`config.mk`:
```
export PLATFORM = sky130hd
export DESIGN_NAME = afe_dac_cfg
export DESIGN_NICKNAME = d
export VERILOG_FILES = /design/src/hw/dac_cfg_pkg.sv /design/src/hw/dac_frame_if.sv /design/src/hw/afe_dac_cfg.sv /design/src/hw/dac_cfg_regs.sv /design/src/hw/dac_cfg_sequencer.sv /design/src/hw/dac_frame_shifter.sv
export SDC_FILE = /design/constraint.sdc
export NUM_CORES = 1
export LEC_CHECK = 0
export BUFFER_PORTS_ARGS = -buffer_cell sky130_fd_sc_hd__buf_2
export CAP_MARGIN = 30
export CELL_PAD_IN_SITES_DETAIL_PLACEMENT = 0
export CELL_PAD_IN_SITES_GLOBAL_PLACEMENT = 2
export CORE_ASPECT_RATIO = 2
export CORE_MARGIN = 2
export CORE_UTILIZATION = 40
export CTS_CLUSTER_SIZE = 16
export DETAILED_ROUTE_END_ITERATION = 6
export GPL_TIMING_DRIVEN = 0
export PLACE_DENSITY_LB_ADDON = 0.1
export SYNTH_ARGS = -nofsm -noshare
export SYNTH_HDL_FRONTEND = slang
export SYNTH_SLANG_ARGS = --single-unit
export TNS_END_PERCENT = 30
```
`constraint.sdc`:
```
create_clock -name clk10 -period 13.29 [get_ports clk10]
set_input_delay 2.658 -clock clk10 [delete_from_list [all_inputs] [get_ports clk10]]
set_output_delay 2.658 -clock clk10 [all_outputs]
set_load 0.005 [all_outputs]
```
`src/hw/dac_cfg_pkg.sv`:
```
package dac_cfg_pkg;

    // ========================================================================
    // widths and types
    // ========================================================================
    localparam int NUM_DACS   = 3;  // DACs in the daisy chain
    localparam int NUM_FUNCS  = 7;
    localparam int WORD_BITS  = 32;
    localparam int FRAME_BITS = NUM_DACS * WORD_BITS;
    localparam int NUM_STEPS  = 12;

    typedef logic [WORD_BITS-1:0]          dac_word_t;
    typedef logic [FRAME_BITS-1:0]         frame_data_t;
    typedef logic [4:0]                    reg_addr_t;
    typedef logic [2:0]                    func_t;
    typedef logic [1:0]                    dac_idx_t;
    typedef logic [1:0]                    word_cnt_t;  // 1 to 3 words per frame
    typedef logic [$clog2(FRAME_BITS)-1:0] bit_cnt_t;
    typedef logic [$clog2(NUM_STEPS)-1:0]  step_t;

    // function groups, data register address = 3 * func + dac index
    localparam func_t FUNC_MODE   = 3'd0;
    localparam func_t FUNC_LDAC   = 3'd1;
    localparam func_t FUNC_DCEN   = 3'd2;
    localparam func_t FUNC_CHAN_A = 3'd3;
    localparam func_t FUNC_CHAN_B = 3'd4;
    localparam func_t FUNC_CHAN_C = 3'd5;
    localparam func_t FUNC_CHAN_D = 3'd6;

    localparam reg_addr_t CTRL_ADDR = 5'd26;  // bit 0 rising edge starts a sequence

    // ========================================================================
    // programming sequence, chain grows one DAC at a time
    // ========================================================================
    localparam func_t SEQ_FUNC [NUM_STEPS] = '{
        FUNC_LDAC, FUNC_DCEN, FUNC_LDAC, FUNC_DCEN, FUNC_LDAC, FUNC_DCEN,
        FUNC_MODE, FUNC_CHAN_A, FUNC_CHAN_B, FUNC_CHAN_C, FUNC_CHAN_D, FUNC_MODE
    };

    localparam word_cnt_t SEQ_WORDS [NUM_STEPS] = '{
        2'd1, 2'd1, 2'd2, 2'd2, 2'd3, 2'd3, 2'd3, 2'd3, 2'd3, 2'd3, 2'd3, 2'd3
    };

    // power-on words, shared by all three DACs
    localparam dac_word_t DEF_WORD [NUM_FUNCS] = '{
        32'h0800_0001,  // internal reference on
        32'h0600_000F,  // LDAC mask, all channels update at once
        32'h0900_0001,  // daisy chain enable
        32'h0300_8000,  // channel A midscale
        32'h0310_8000,  // channel B midscale
        32'h0320_8000,  // channel C midscale
        32'h0330_8000   // channel D midscale
    };

    typedef enum logic [1:0] {SEQ_IDLE, SEQ_REQUEST, SEQ_WAIT_DONE} seq_state_t;
    typedef enum logic [1:0] {SH_IDLE, SH_SHIFT, SH_GAP} shift_state_t;

endpackage

```
`src/hw/dac_frame_if.sv`:
```
`timescale 1ns/10ps

// frame request channel between sequencer and serial shifter
interface dac_frame_if import dac_cfg_pkg::*; ();

    logic        start;        // one cycle request
    frame_data_t frame_data;   // left aligned, first word in top bits
    word_cnt_t   frame_words;
    logic        done;         // one cycle, after last bit and gap

    modport requester (
        output start,
        output frame_data,
        output frame_words,
        input  done
    );

    modport shifter (
        input  start,
        input  frame_data,
        input  frame_words,
        output done
    );

endinterface

```
`src/hw/afe_dac_cfg.sv`:
```
`timescale 1ns/10ps

module afe_dac_cfg import dac_cfg_pkg::*; (
    input  logic      clk10,
    input  logic      resetS,

    // register write bus
    input  logic      io_sel,
    input  logic      io_sync,
    input  logic      io_wr_en,
    input  reg_addr_t io_addr,
    input  dac_word_t io_wr_data,

    // DAC chain
    output logic      sclk,
    output logic      sdi,
    output logic      sync_n,
    output logic      busy    // configuration in progress
);

    func_t     func_sel;
    dac_word_t func_words [NUM_DACS];
    logic      cfg_trigger;

    dac_frame_if frame_bus ();

    assign sclk = clk10;  // DACs clock on the system clock

    dac_cfg_regs i_dac_cfg_regs (
        .clk10       (clk10),
        .resetS      (resetS),
        .io_sel      (io_sel),
        .io_sync     (io_sync),
        .io_wr_en    (io_wr_en),
        .io_addr     (io_addr),
        .io_wr_data  (io_wr_data),
        .func_sel    (func_sel),
        .func_words  (func_words),
        .cfg_trigger (cfg_trigger)
    );

    dac_cfg_sequencer i_dac_cfg_sequencer (
        .clk10       (clk10),
        .resetS      (resetS),
        .cfg_trigger (cfg_trigger),
        .func_sel    (func_sel),
        .func_words  (func_words),
        .frame       (frame_bus.requester),
        .busy        (busy)
    );

    dac_frame_shifter i_dac_frame_shifter (
        .clk10       (clk10),
        .resetS      (resetS),
        .frame       (frame_bus.shifter),
        .sdi         (sdi),
        .sync_n      (sync_n)
    );

endmodule

```
`src/hw/dac_cfg_regs.sv`:
```
`timescale 1ns/10ps

module dac_cfg_regs import dac_cfg_pkg::*; (
    input  logic      clk10,
    input  logic      resetS,

    // register write bus
    input  logic      io_sel,
    input  logic      io_sync,
    input  logic      io_wr_en,
    input  reg_addr_t io_addr,
    input  dac_word_t io_wr_data,

    // to the sequencer
    input  func_t     func_sel,
    output dac_word_t func_words [NUM_DACS],
    output logic      cfg_trigger
);

    // ========================================================================
    // register storage
    // ========================================================================
    dac_word_t data_regs [NUM_FUNCS][NUM_DACS];  // [function][dac]
    logic      ctrl_go;    // control bit 0
    logic      ctrl_go_q;  // previous value, for edge detect
    logic      wr_qual;

    assign wr_qual = io_sel & io_sync & io_wr_en;

    always_ff @(posedge clk10) begin
        if (resetS) begin
            for (int f = 0; f < NUM_FUNCS; f++) begin
                for (int d = 0; d < NUM_DACS; d++) begin
                    data_regs[f][d] <= DEF_WORD[f];
                end
            end
            ctrl_go   <= 1'b1;  // arms one sequence right after reset
            ctrl_go_q <= 1'b0;
        end else begin
            ctrl_go_q <= ctrl_go;

            if (wr_qual) begin
                for (int f = 0; f < NUM_FUNCS; f++) begin
                    for (int d = 0; d < NUM_DACS; d++) begin
                        if (io_addr == reg_addr_t'(NUM_DACS * f + d))
                            data_regs[f][d] <= io_wr_data;
                    end
                end

                if (io_addr == CTRL_ADDR)
                    ctrl_go <= io_wr_data[0];  // upper control bits are not stored
            end
        end
    end

    // ========================================================================
    // read side toward the sequencer
    // ========================================================================
    always_comb begin
        for (int d = 0; d < NUM_DACS; d++) begin
            func_words[d] = data_regs[func_sel][d];
        end
    end

    // high in the cycle after bit 0 goes 0 -> 1
    assign cfg_trigger = ctrl_go & ~ctrl_go_q;

endmodule

```
`src/hw/dac_cfg_sequencer.sv`:
```
`timescale 1ns/10ps

module dac_cfg_sequencer import dac_cfg_pkg::*; (
    input  logic               clk10,
    input  logic               resetS,
    input  logic               cfg_trigger,
    output func_t              func_sel,
    input  dac_word_t          func_words [NUM_DACS],
    dac_frame_if.requester     frame,
    output logic               busy
);

    seq_state_t  state;
    step_t       step;        // index into the SEQ tables
    word_cnt_t   words_cur;
    frame_data_t frame_next;

    assign func_sel  = SEQ_FUNC[step];
    assign words_cur = SEQ_WORDS[step];

    // ========================================================================
    // frame assembly, DAC k-1 goes out first so it sits in the top bits
    // ========================================================================
    always_comb begin
        frame_next = '0;
        for (int i = 0; i < NUM_DACS; i++) begin
            if (i < int'(words_cur))
                frame_next[(NUM_DACS-1-i)*WORD_BITS +: WORD_BITS] =
                    func_words[int'(words_cur) - 1 - i];
        end
    end

    // payload held stable until the shifter reports done
    always_ff @(posedge clk10) begin
        if (state == SEQ_REQUEST) begin
            frame.frame_data  <= frame_next;
            frame.frame_words <= words_cur;
        end
    end

    // ========================================================================
    // step control
    // ========================================================================
    always_ff @(posedge clk10) begin
        if (resetS) begin
            state       <= SEQ_IDLE;
            step        <= '0;
            busy        <= 1'b0;
            frame.start <= 1'b0;
        end else begin
            frame.start <= 1'b0;  // single cycle pulse

            case (state)
                SEQ_IDLE: begin
                    if (cfg_trigger) begin
                        step  <= '0;
                        busy  <= 1'b1;
                        state <= SEQ_REQUEST;
                    end
                end

                SEQ_REQUEST: begin
                    frame.start <= 1'b1;
                    state       <= SEQ_WAIT_DONE;
                end

                SEQ_WAIT_DONE: begin
                    // triggers arriving here are dropped
                    if (frame.done) begin
                        if (step == step_t'(NUM_STEPS - 1)) begin
                            busy  <= 1'b0;
                            state <= SEQ_IDLE;
                        end else begin
                            step  <= step + 1'b1;
                            state <= SEQ_REQUEST;
                        end
                    end
                end

                default: state <= SEQ_IDLE;
            endcase
        end
    end

endmodule

```
`src/hw/dac_frame_shifter.sv`:
```
`timescale 1ns/10ps

module dac_frame_shifter import dac_cfg_pkg::*; (
    input  logic          clk10,
    input  logic          resetS,
    dac_frame_if.shifter  frame,
    output logic          sdi,
    output logic          sync_n
);

    shift_state_t state;
    frame_data_t  shreg;
    bit_cnt_t     bit_cnt;  // bits left after the one on sdi

    // ========================================================================
    // data path, MSB first
    // ========================================================================
    always_ff @(posedge clk10) begin
        if (state == SH_IDLE && frame.start)
            shreg <= {frame.frame_data[FRAME_BITS-2:0], 1'b0};  // top bit goes to sdi now
        else if (state == SH_SHIFT)
            shreg <= {shreg[FRAME_BITS-2:0], 1'b0};
    end

    // ========================================================================
    // frame control
    // ========================================================================
    always_ff @(posedge clk10) begin
        if (resetS) begin
            state      <= SH_IDLE;
            bit_cnt    <= '0;
            sync_n     <= 1'b1;
            sdi        <= 1'b0;
            frame.done <= 1'b0;
        end else begin
            frame.done <= 1'b0;

            case (state)
                SH_IDLE: begin
                    if (frame.start) begin
                        bit_cnt <= bit_cnt_t'(WORD_BITS * frame.frame_words - 1);
                        sdi     <= frame.frame_data[FRAME_BITS-1];
                        sync_n  <= 1'b0;  // falls on the edge after start
                        state   <= SH_SHIFT;
                    end
                end

                SH_SHIFT: begin
                    if (bit_cnt == '0) begin
                        sync_n <= 1'b1;
                        sdi    <= 1'b0;
                        state  <= SH_GAP;
                    end else begin
                        bit_cnt <= bit_cnt - 1'b1;
                        sdi     <= shreg[FRAME_BITS-1];
                    end
                end

                SH_GAP: begin
                    // sync_n high for at least this cycle before the next frame
                    frame.done <= 1'b1;
                    state      <= SH_IDLE;
                end

                default: state <= SH_IDLE;
            endcase
        end
    end

endmodule

```
Yosys cells after proc, flatten, opt, wreduce, memory -nomap -nowiden
Memory sizes are Yosys's and may differ from the RTL's.
Index checks and enable logic that the tools add are counted.
Storage, ports and cells
  bits in registers: 215
  bits in latches: 0
  memory bits (writable): 672
  memory bits (read-only): 80
  input bits: 42
  output and inout port bits: 4
  word-level logic and storage cells: 258
  memories kept: 3
Cells by class
  $add $sub $neg: 6
  $mul: 0
  div/mod/pow operators: 0
  $lt $le $gt $ge: 7
  eq/ne operators: 33
  shift-type cells: 0
  mux-type cells: 148
  bitwise logic cells: 29
  reduce and logical (&&, ||, !) cells: 16
Memory list
  i_dac_cfg_regs.data_regs: words 7, width 96, read ports 1, clocked after memory_dff 0, wr ports 7, RTL line dac_cfg_regs.sv:23  | dac_word_t data_regs [NUM_FUNCS][NUM_DACS];
  (no name shown): words 16, width 3, read ports 1, clocked after memory_dff 0, wr ports 0, RTL line dac_cfg_sequencer.sv:18  | assign func_sel = SEQ_FUNC[step];
  (no name shown): words 16, width 2, read ports 1, clocked after memory_dff 0, wr ports 0, RTL line dac_cfg_sequencer.sv:19  | assign words_cur = SEQ_WORDS[step];
Operators by type and width (number)
  2-to-1 mux 32 bit: 27
  binary-select mux 32 bit (select 2 bit): 3
  2-to-1 mux 96 bit: 2
  greater-or-equal comparator 32 x 3 -> 1 bit, second input constant: 3
  2-to-1 mux 1 bit: 96
  NOT 32 bit: 3
  equality test 5 x 4 -> 1 bit, second input constant: 8
  subtractor 32 x 2 -> 32 bit, second input constant: 1
  subtractor 32 x 3 -> 32 bit, second input constant: 1
  equality test 5 bit, second input constant: 6
  bitwise OR 1 bit: 21
  equality test 5 x 3 -> 1 bit, second input constant: 4
  2-to-1 mux 7 bit: 2
  case mux 7 bit (2 select lines): 1
  subtractor 7 x 1 -> 7 bit, second input constant: 2
  2-to-1 mux 2 bit: 6
  2-to-1 mux 4 bit: 3
  equality test 5 x 2 -> 1 bit, second input constant: 2
  != test 2 bit, second input constant: 5
  case mux 4 bit (2 select lines): 1
  AND reduction 2 bit: 4
  AND reduction 4 bit: 2
  zero test 7 bit: 1
  2-to-1 mux 3 bit: 2
  21 further kinds: 33

Logic depth before layout (Yosys ltp)
  depth after elaboration: 10
  gate-level depth with buffers: 10

Hierarchy
From an unflattened synthesis, not the netlist that was laid out.
Second synthesis, totals
  cell total of the unflattened synthesis: 2894
  area, all modules: 38240.4 µm²
By module, submodules not included
  dac_cfg_regs: instances 1, cells an instance 1912, area an instance 28059.4 µm², sequential area each 20219.4 µm²
  dac_cfg_sequencer: instances 1, cells an instance 514, area an instance 5554.1 µm², sequential area each 3103.0 µm²
  dac_frame_shifter: instances 1, cells an instance 467, area an instance 4619.4 µm², sequential area each 3093.0 µm²
  afe_dac_cfg: instances 1, cells an instance 1, area an instance 7.5 µm², sequential area each 0.0 µm²

==> results.py <==
metrics = {
    "setup_path": {
        "critPathArrivalTime_ns": 7.12,
        "path_cells": "clkbuf_16 -> clkbuf_16 -> buf_4 -> buf_2",
        "cp.required_ns": 10.63,
        "path_max_fanout": 2,
        "cpPeakStageDelay_ns": 0.13,
        "cp-end-kind": "primary output",
        "crit_type": "clk2out",
        "path_common_cell": "clkbuf_16",
        "startpoint_type": "clock port",
        "cp_slowest_cell": "clkbuf_16",
    },
    "detailed_routing": {
        "viasPerCell": 6.15,
        "wl_per_cell_um": 36.1,
        "drt_iter0_drc": 3040,
        "num_vias": 29350,
        "post-route-drc-count": 0,
        "drtPass1Iterations": 6,
        "wirelength_mm": 172,
        "drtAntennaViolNets": 0,
    },
    "sta": {
        "tightest_slew_ns": 1.17,
        "fin_hold_ws_ns": 0.483,
        "finalHoldViolations": 0,
        "fin_setup_tns_ns": 0,
        "rsz0062_at_grt": "no",
        "slew_viol_final": 0,
        "setup-violations-final": 0,
        "worst_slew_margin_rel": 0.218,
        "finalClockSkew_ns": 0.0287,
    },
    "floorplan": {
        "die_w_um": 227,
        "rows": 163,
        "initial_core_util": 0.403,
        "core_mm2": 0.0987,
        "io_pins": 46,
        "die_h_um": 450,
        "design.die.area_mm2": 0.102,
    },
    "logic_synthesis": {
        "netlist-cell-type-count": 58,
        "synth-simple-area-share": 0.146,
        "yosysMostFrequentCell": "edfxtp_1",
        "ys_seq_elements": 887,
        "synth_top_family_by_area": "simple AND/OR/NAND/NOR gates",
        "ys_async_sr_fraction": 0,
        "synthAdderAreaFrac": 0.00126,
        "syn_inst": 3176,
        "synth-compound-area-share": 0.124,
        "synth_top_area_frac": 0.653,
        "synthesis.nets": 3222,
        "synth_xor_area_frac": 0.00132,
        "yosysSeqAreaShare": 0.664,
        "synth_flop_cell": "edfxtp_1",
        "synth_edf_count": 865,
        "syn_area_per_cell_um2": 12.5,
        "synth_top_cell_by_area": "edfxtp_1",
        "synth-warning-count": 0,
        "ys_top_cells_by_area": "edfxtp_1 (65%), and2_1 (4.8%), nand2_1 (4.6%)",
        "synthMuxAreaShare": 0.0353,
        "syn_area_mm2": 0.0398,
        "synth.top_cells.by_count": "edfxtp_1 (865), nand2_1 (490), and2_1 (303)",
    },
    "place": {
        "gp_congestion": 0.916,
        "postPlaceCellArea_mm2": 0.0430,
        "dpl.hpwl_mm": 123,
        "portBuffers": 45,
    },
    "global_route": {
        "grt_pass1_wl_mm": 236,
        "grt_pass1_vias": 29938,
        "grt_util_all_layers": 0.340,
        "gr-total-overflow": 0,
        "antenna_found_initial": 10,
        "grt_max_degree": 68,
    },
    "final_layout": {
        "area_growth_pct": 15.0,
        "drive_gt1_frac": 0.127,
        "nFillCells": 9030,
        "regArea_mm2": 0.0264,
        "fin_nets": 3423,
        "multiInputGateArea_mm2": 0.0126,
        "stdcell_area_mm2": 0.0458,
    },
    "cts": {
        "clk_pin_slew_worst_paths_ns": 0.07,
        "cts_tree": "yes",
        "clock_latency_ns": 0.82,
        "ctsResizeCount": 0,
        "hold_buffers": 0,
        "cts_setup_buffers": 0,
    },
    "pwr": {
        "p_leak_nw": 15.9,
        "ir_drop_v": 0.000109,
        "powerDensity_mw_per_mm2": 135,
    },
    "status": {
        "status": "finished clean",
    },
    "hold_path": {
        "hold_class": "reg2reg",
    },
    "run": {
        "cap_viol_max_count": 0,
    },
}
[per-stage QoR]
stage               setup slack [ns]  power [mW]   util  instances
finish                          3.51        6.17  0.464       4772
global route                    3.50        6.31  0.464       4765
CTS                             3.50        6.19  0.463       4758
detailed placement              3.77        3.73  0.436       4606
global placement                2.52        3.69  0.422       4541
floorplan                       3.88        3.51      -       3176
[worst max-delay path: cells and delay by family]
kind	cells	cell delay, ns
buf+inv	4	0.48
[sequential cells by signal, summed over array words and instances, names as in the netlist, 2 cells and up]
register and flops:
i_dac_cfg_regs.data_regs 672, i_dac_cfg_sequencer.frame.frame_data 96, i_dac_cfg_sequencer.frame.frame_words 2, i_dac_cfg_sequencer.state 2, i_dac_cfg_sequencer.step 4, i_dac_frame_shifter.bit_cnt 7, i_dac_frame_shifter.shreg 95, i_dac_frame_shifter.state 2
[area by class of cell]
type	instances	share of cell area
Sequential cell	887	0.577
Multi-Input combinational cell	2014	0.275
Clock buffer	107	0.0506
Tap cell	1320	0.0361
Timing Repair Buffer	111	0.0263
Buffer	261	0.0237
Clock inverter	46	0.00935
Inverter	14	0.00126
Antenna cell	12	0.000656
[cell usage in the layout, fill, tap and decap left out, types with 30 or more instances in the layout]
cell type,n
clkbuf_16,90
a22o_1,47
nor2_1,163
and2_1,303
a21oi_1,55
clkbuf_1,196
nand3_1,30
o22a_1,39
o22ai_1,66
mux2i_1,66
nand2b_1,47
o221ai_1,65
a211oi_1,129
and3_1,102
mux2_2,64
nand2_1,473
a22oi_1,46
buf_2,106
o32ai_2,35
o21ai_0,113
edfxtp_1,865
[metal layers]
| metal | GRT usage | vias to the layer above | part of all wire |
|---|---|---|---|
| li1 | - | 12354 | - |
| met5 | 0 | - | 0 |
| met2 | 0.575 | 1483 | 0.50 |
| met3 | 0.0495 | 545 | 0.057 |
| met1 | 0.362 | 14968 | 0.34 |
| met4 | 0.315 | 0 | 0.11 |
[path summary, 6_finish.rpt]
kind / startpoint / endpoint / slack (ns) / depth (start not counted)
setup / recovery: clk10 / sclk / 3.51 / 4
hold / removal: i_dac_frame_shifter.bit_cnt[5]$_SDFFE_PP0P_ / i_dac_frame_shifter.bit_cnt[5]$_SDFFE_PP0P_ / 0.48 / 2
setup reg to reg: i_dac_cfg_sequencer.step[0]$_SDFFE_PP0P_ / i_dac_cfg_sequencer.frame.frame_data[70]$_SDFFCE_PP0P_ / 8.47 / 9
hold reg to reg: i_dac_frame_shifter.bit_cnt[5]$_SDFFE_PP0P_ / i_dac_frame_shifter.bit_cnt[5]$_SDFFE_PP0P_ / 0.48 / 2
[kinds of logic after synthesis]
kind of cell    Yosys count
compound gates          676
xor+xnor                  6
flops                   887
simple gates           1197
buf+inv                 275
fa+ha+maj                 4
mux                     131
[power by group]
| group | leakage, nW | switching [mW] | internal [mW] | total, mW |
|---|---|---|---|---|
| clock | 1.36 | 1.11 | 1.39 | 2.51 |
| sequential | 8.41 | 0.0592 | 3.23 | 3.28 |
| combinational | 6.18 | 0.269 | 0.111 | 0.380 |
| total | 15.9 | 1.44 | 4.73 | 6.17 |
Power figures use the tool's default switching activity.
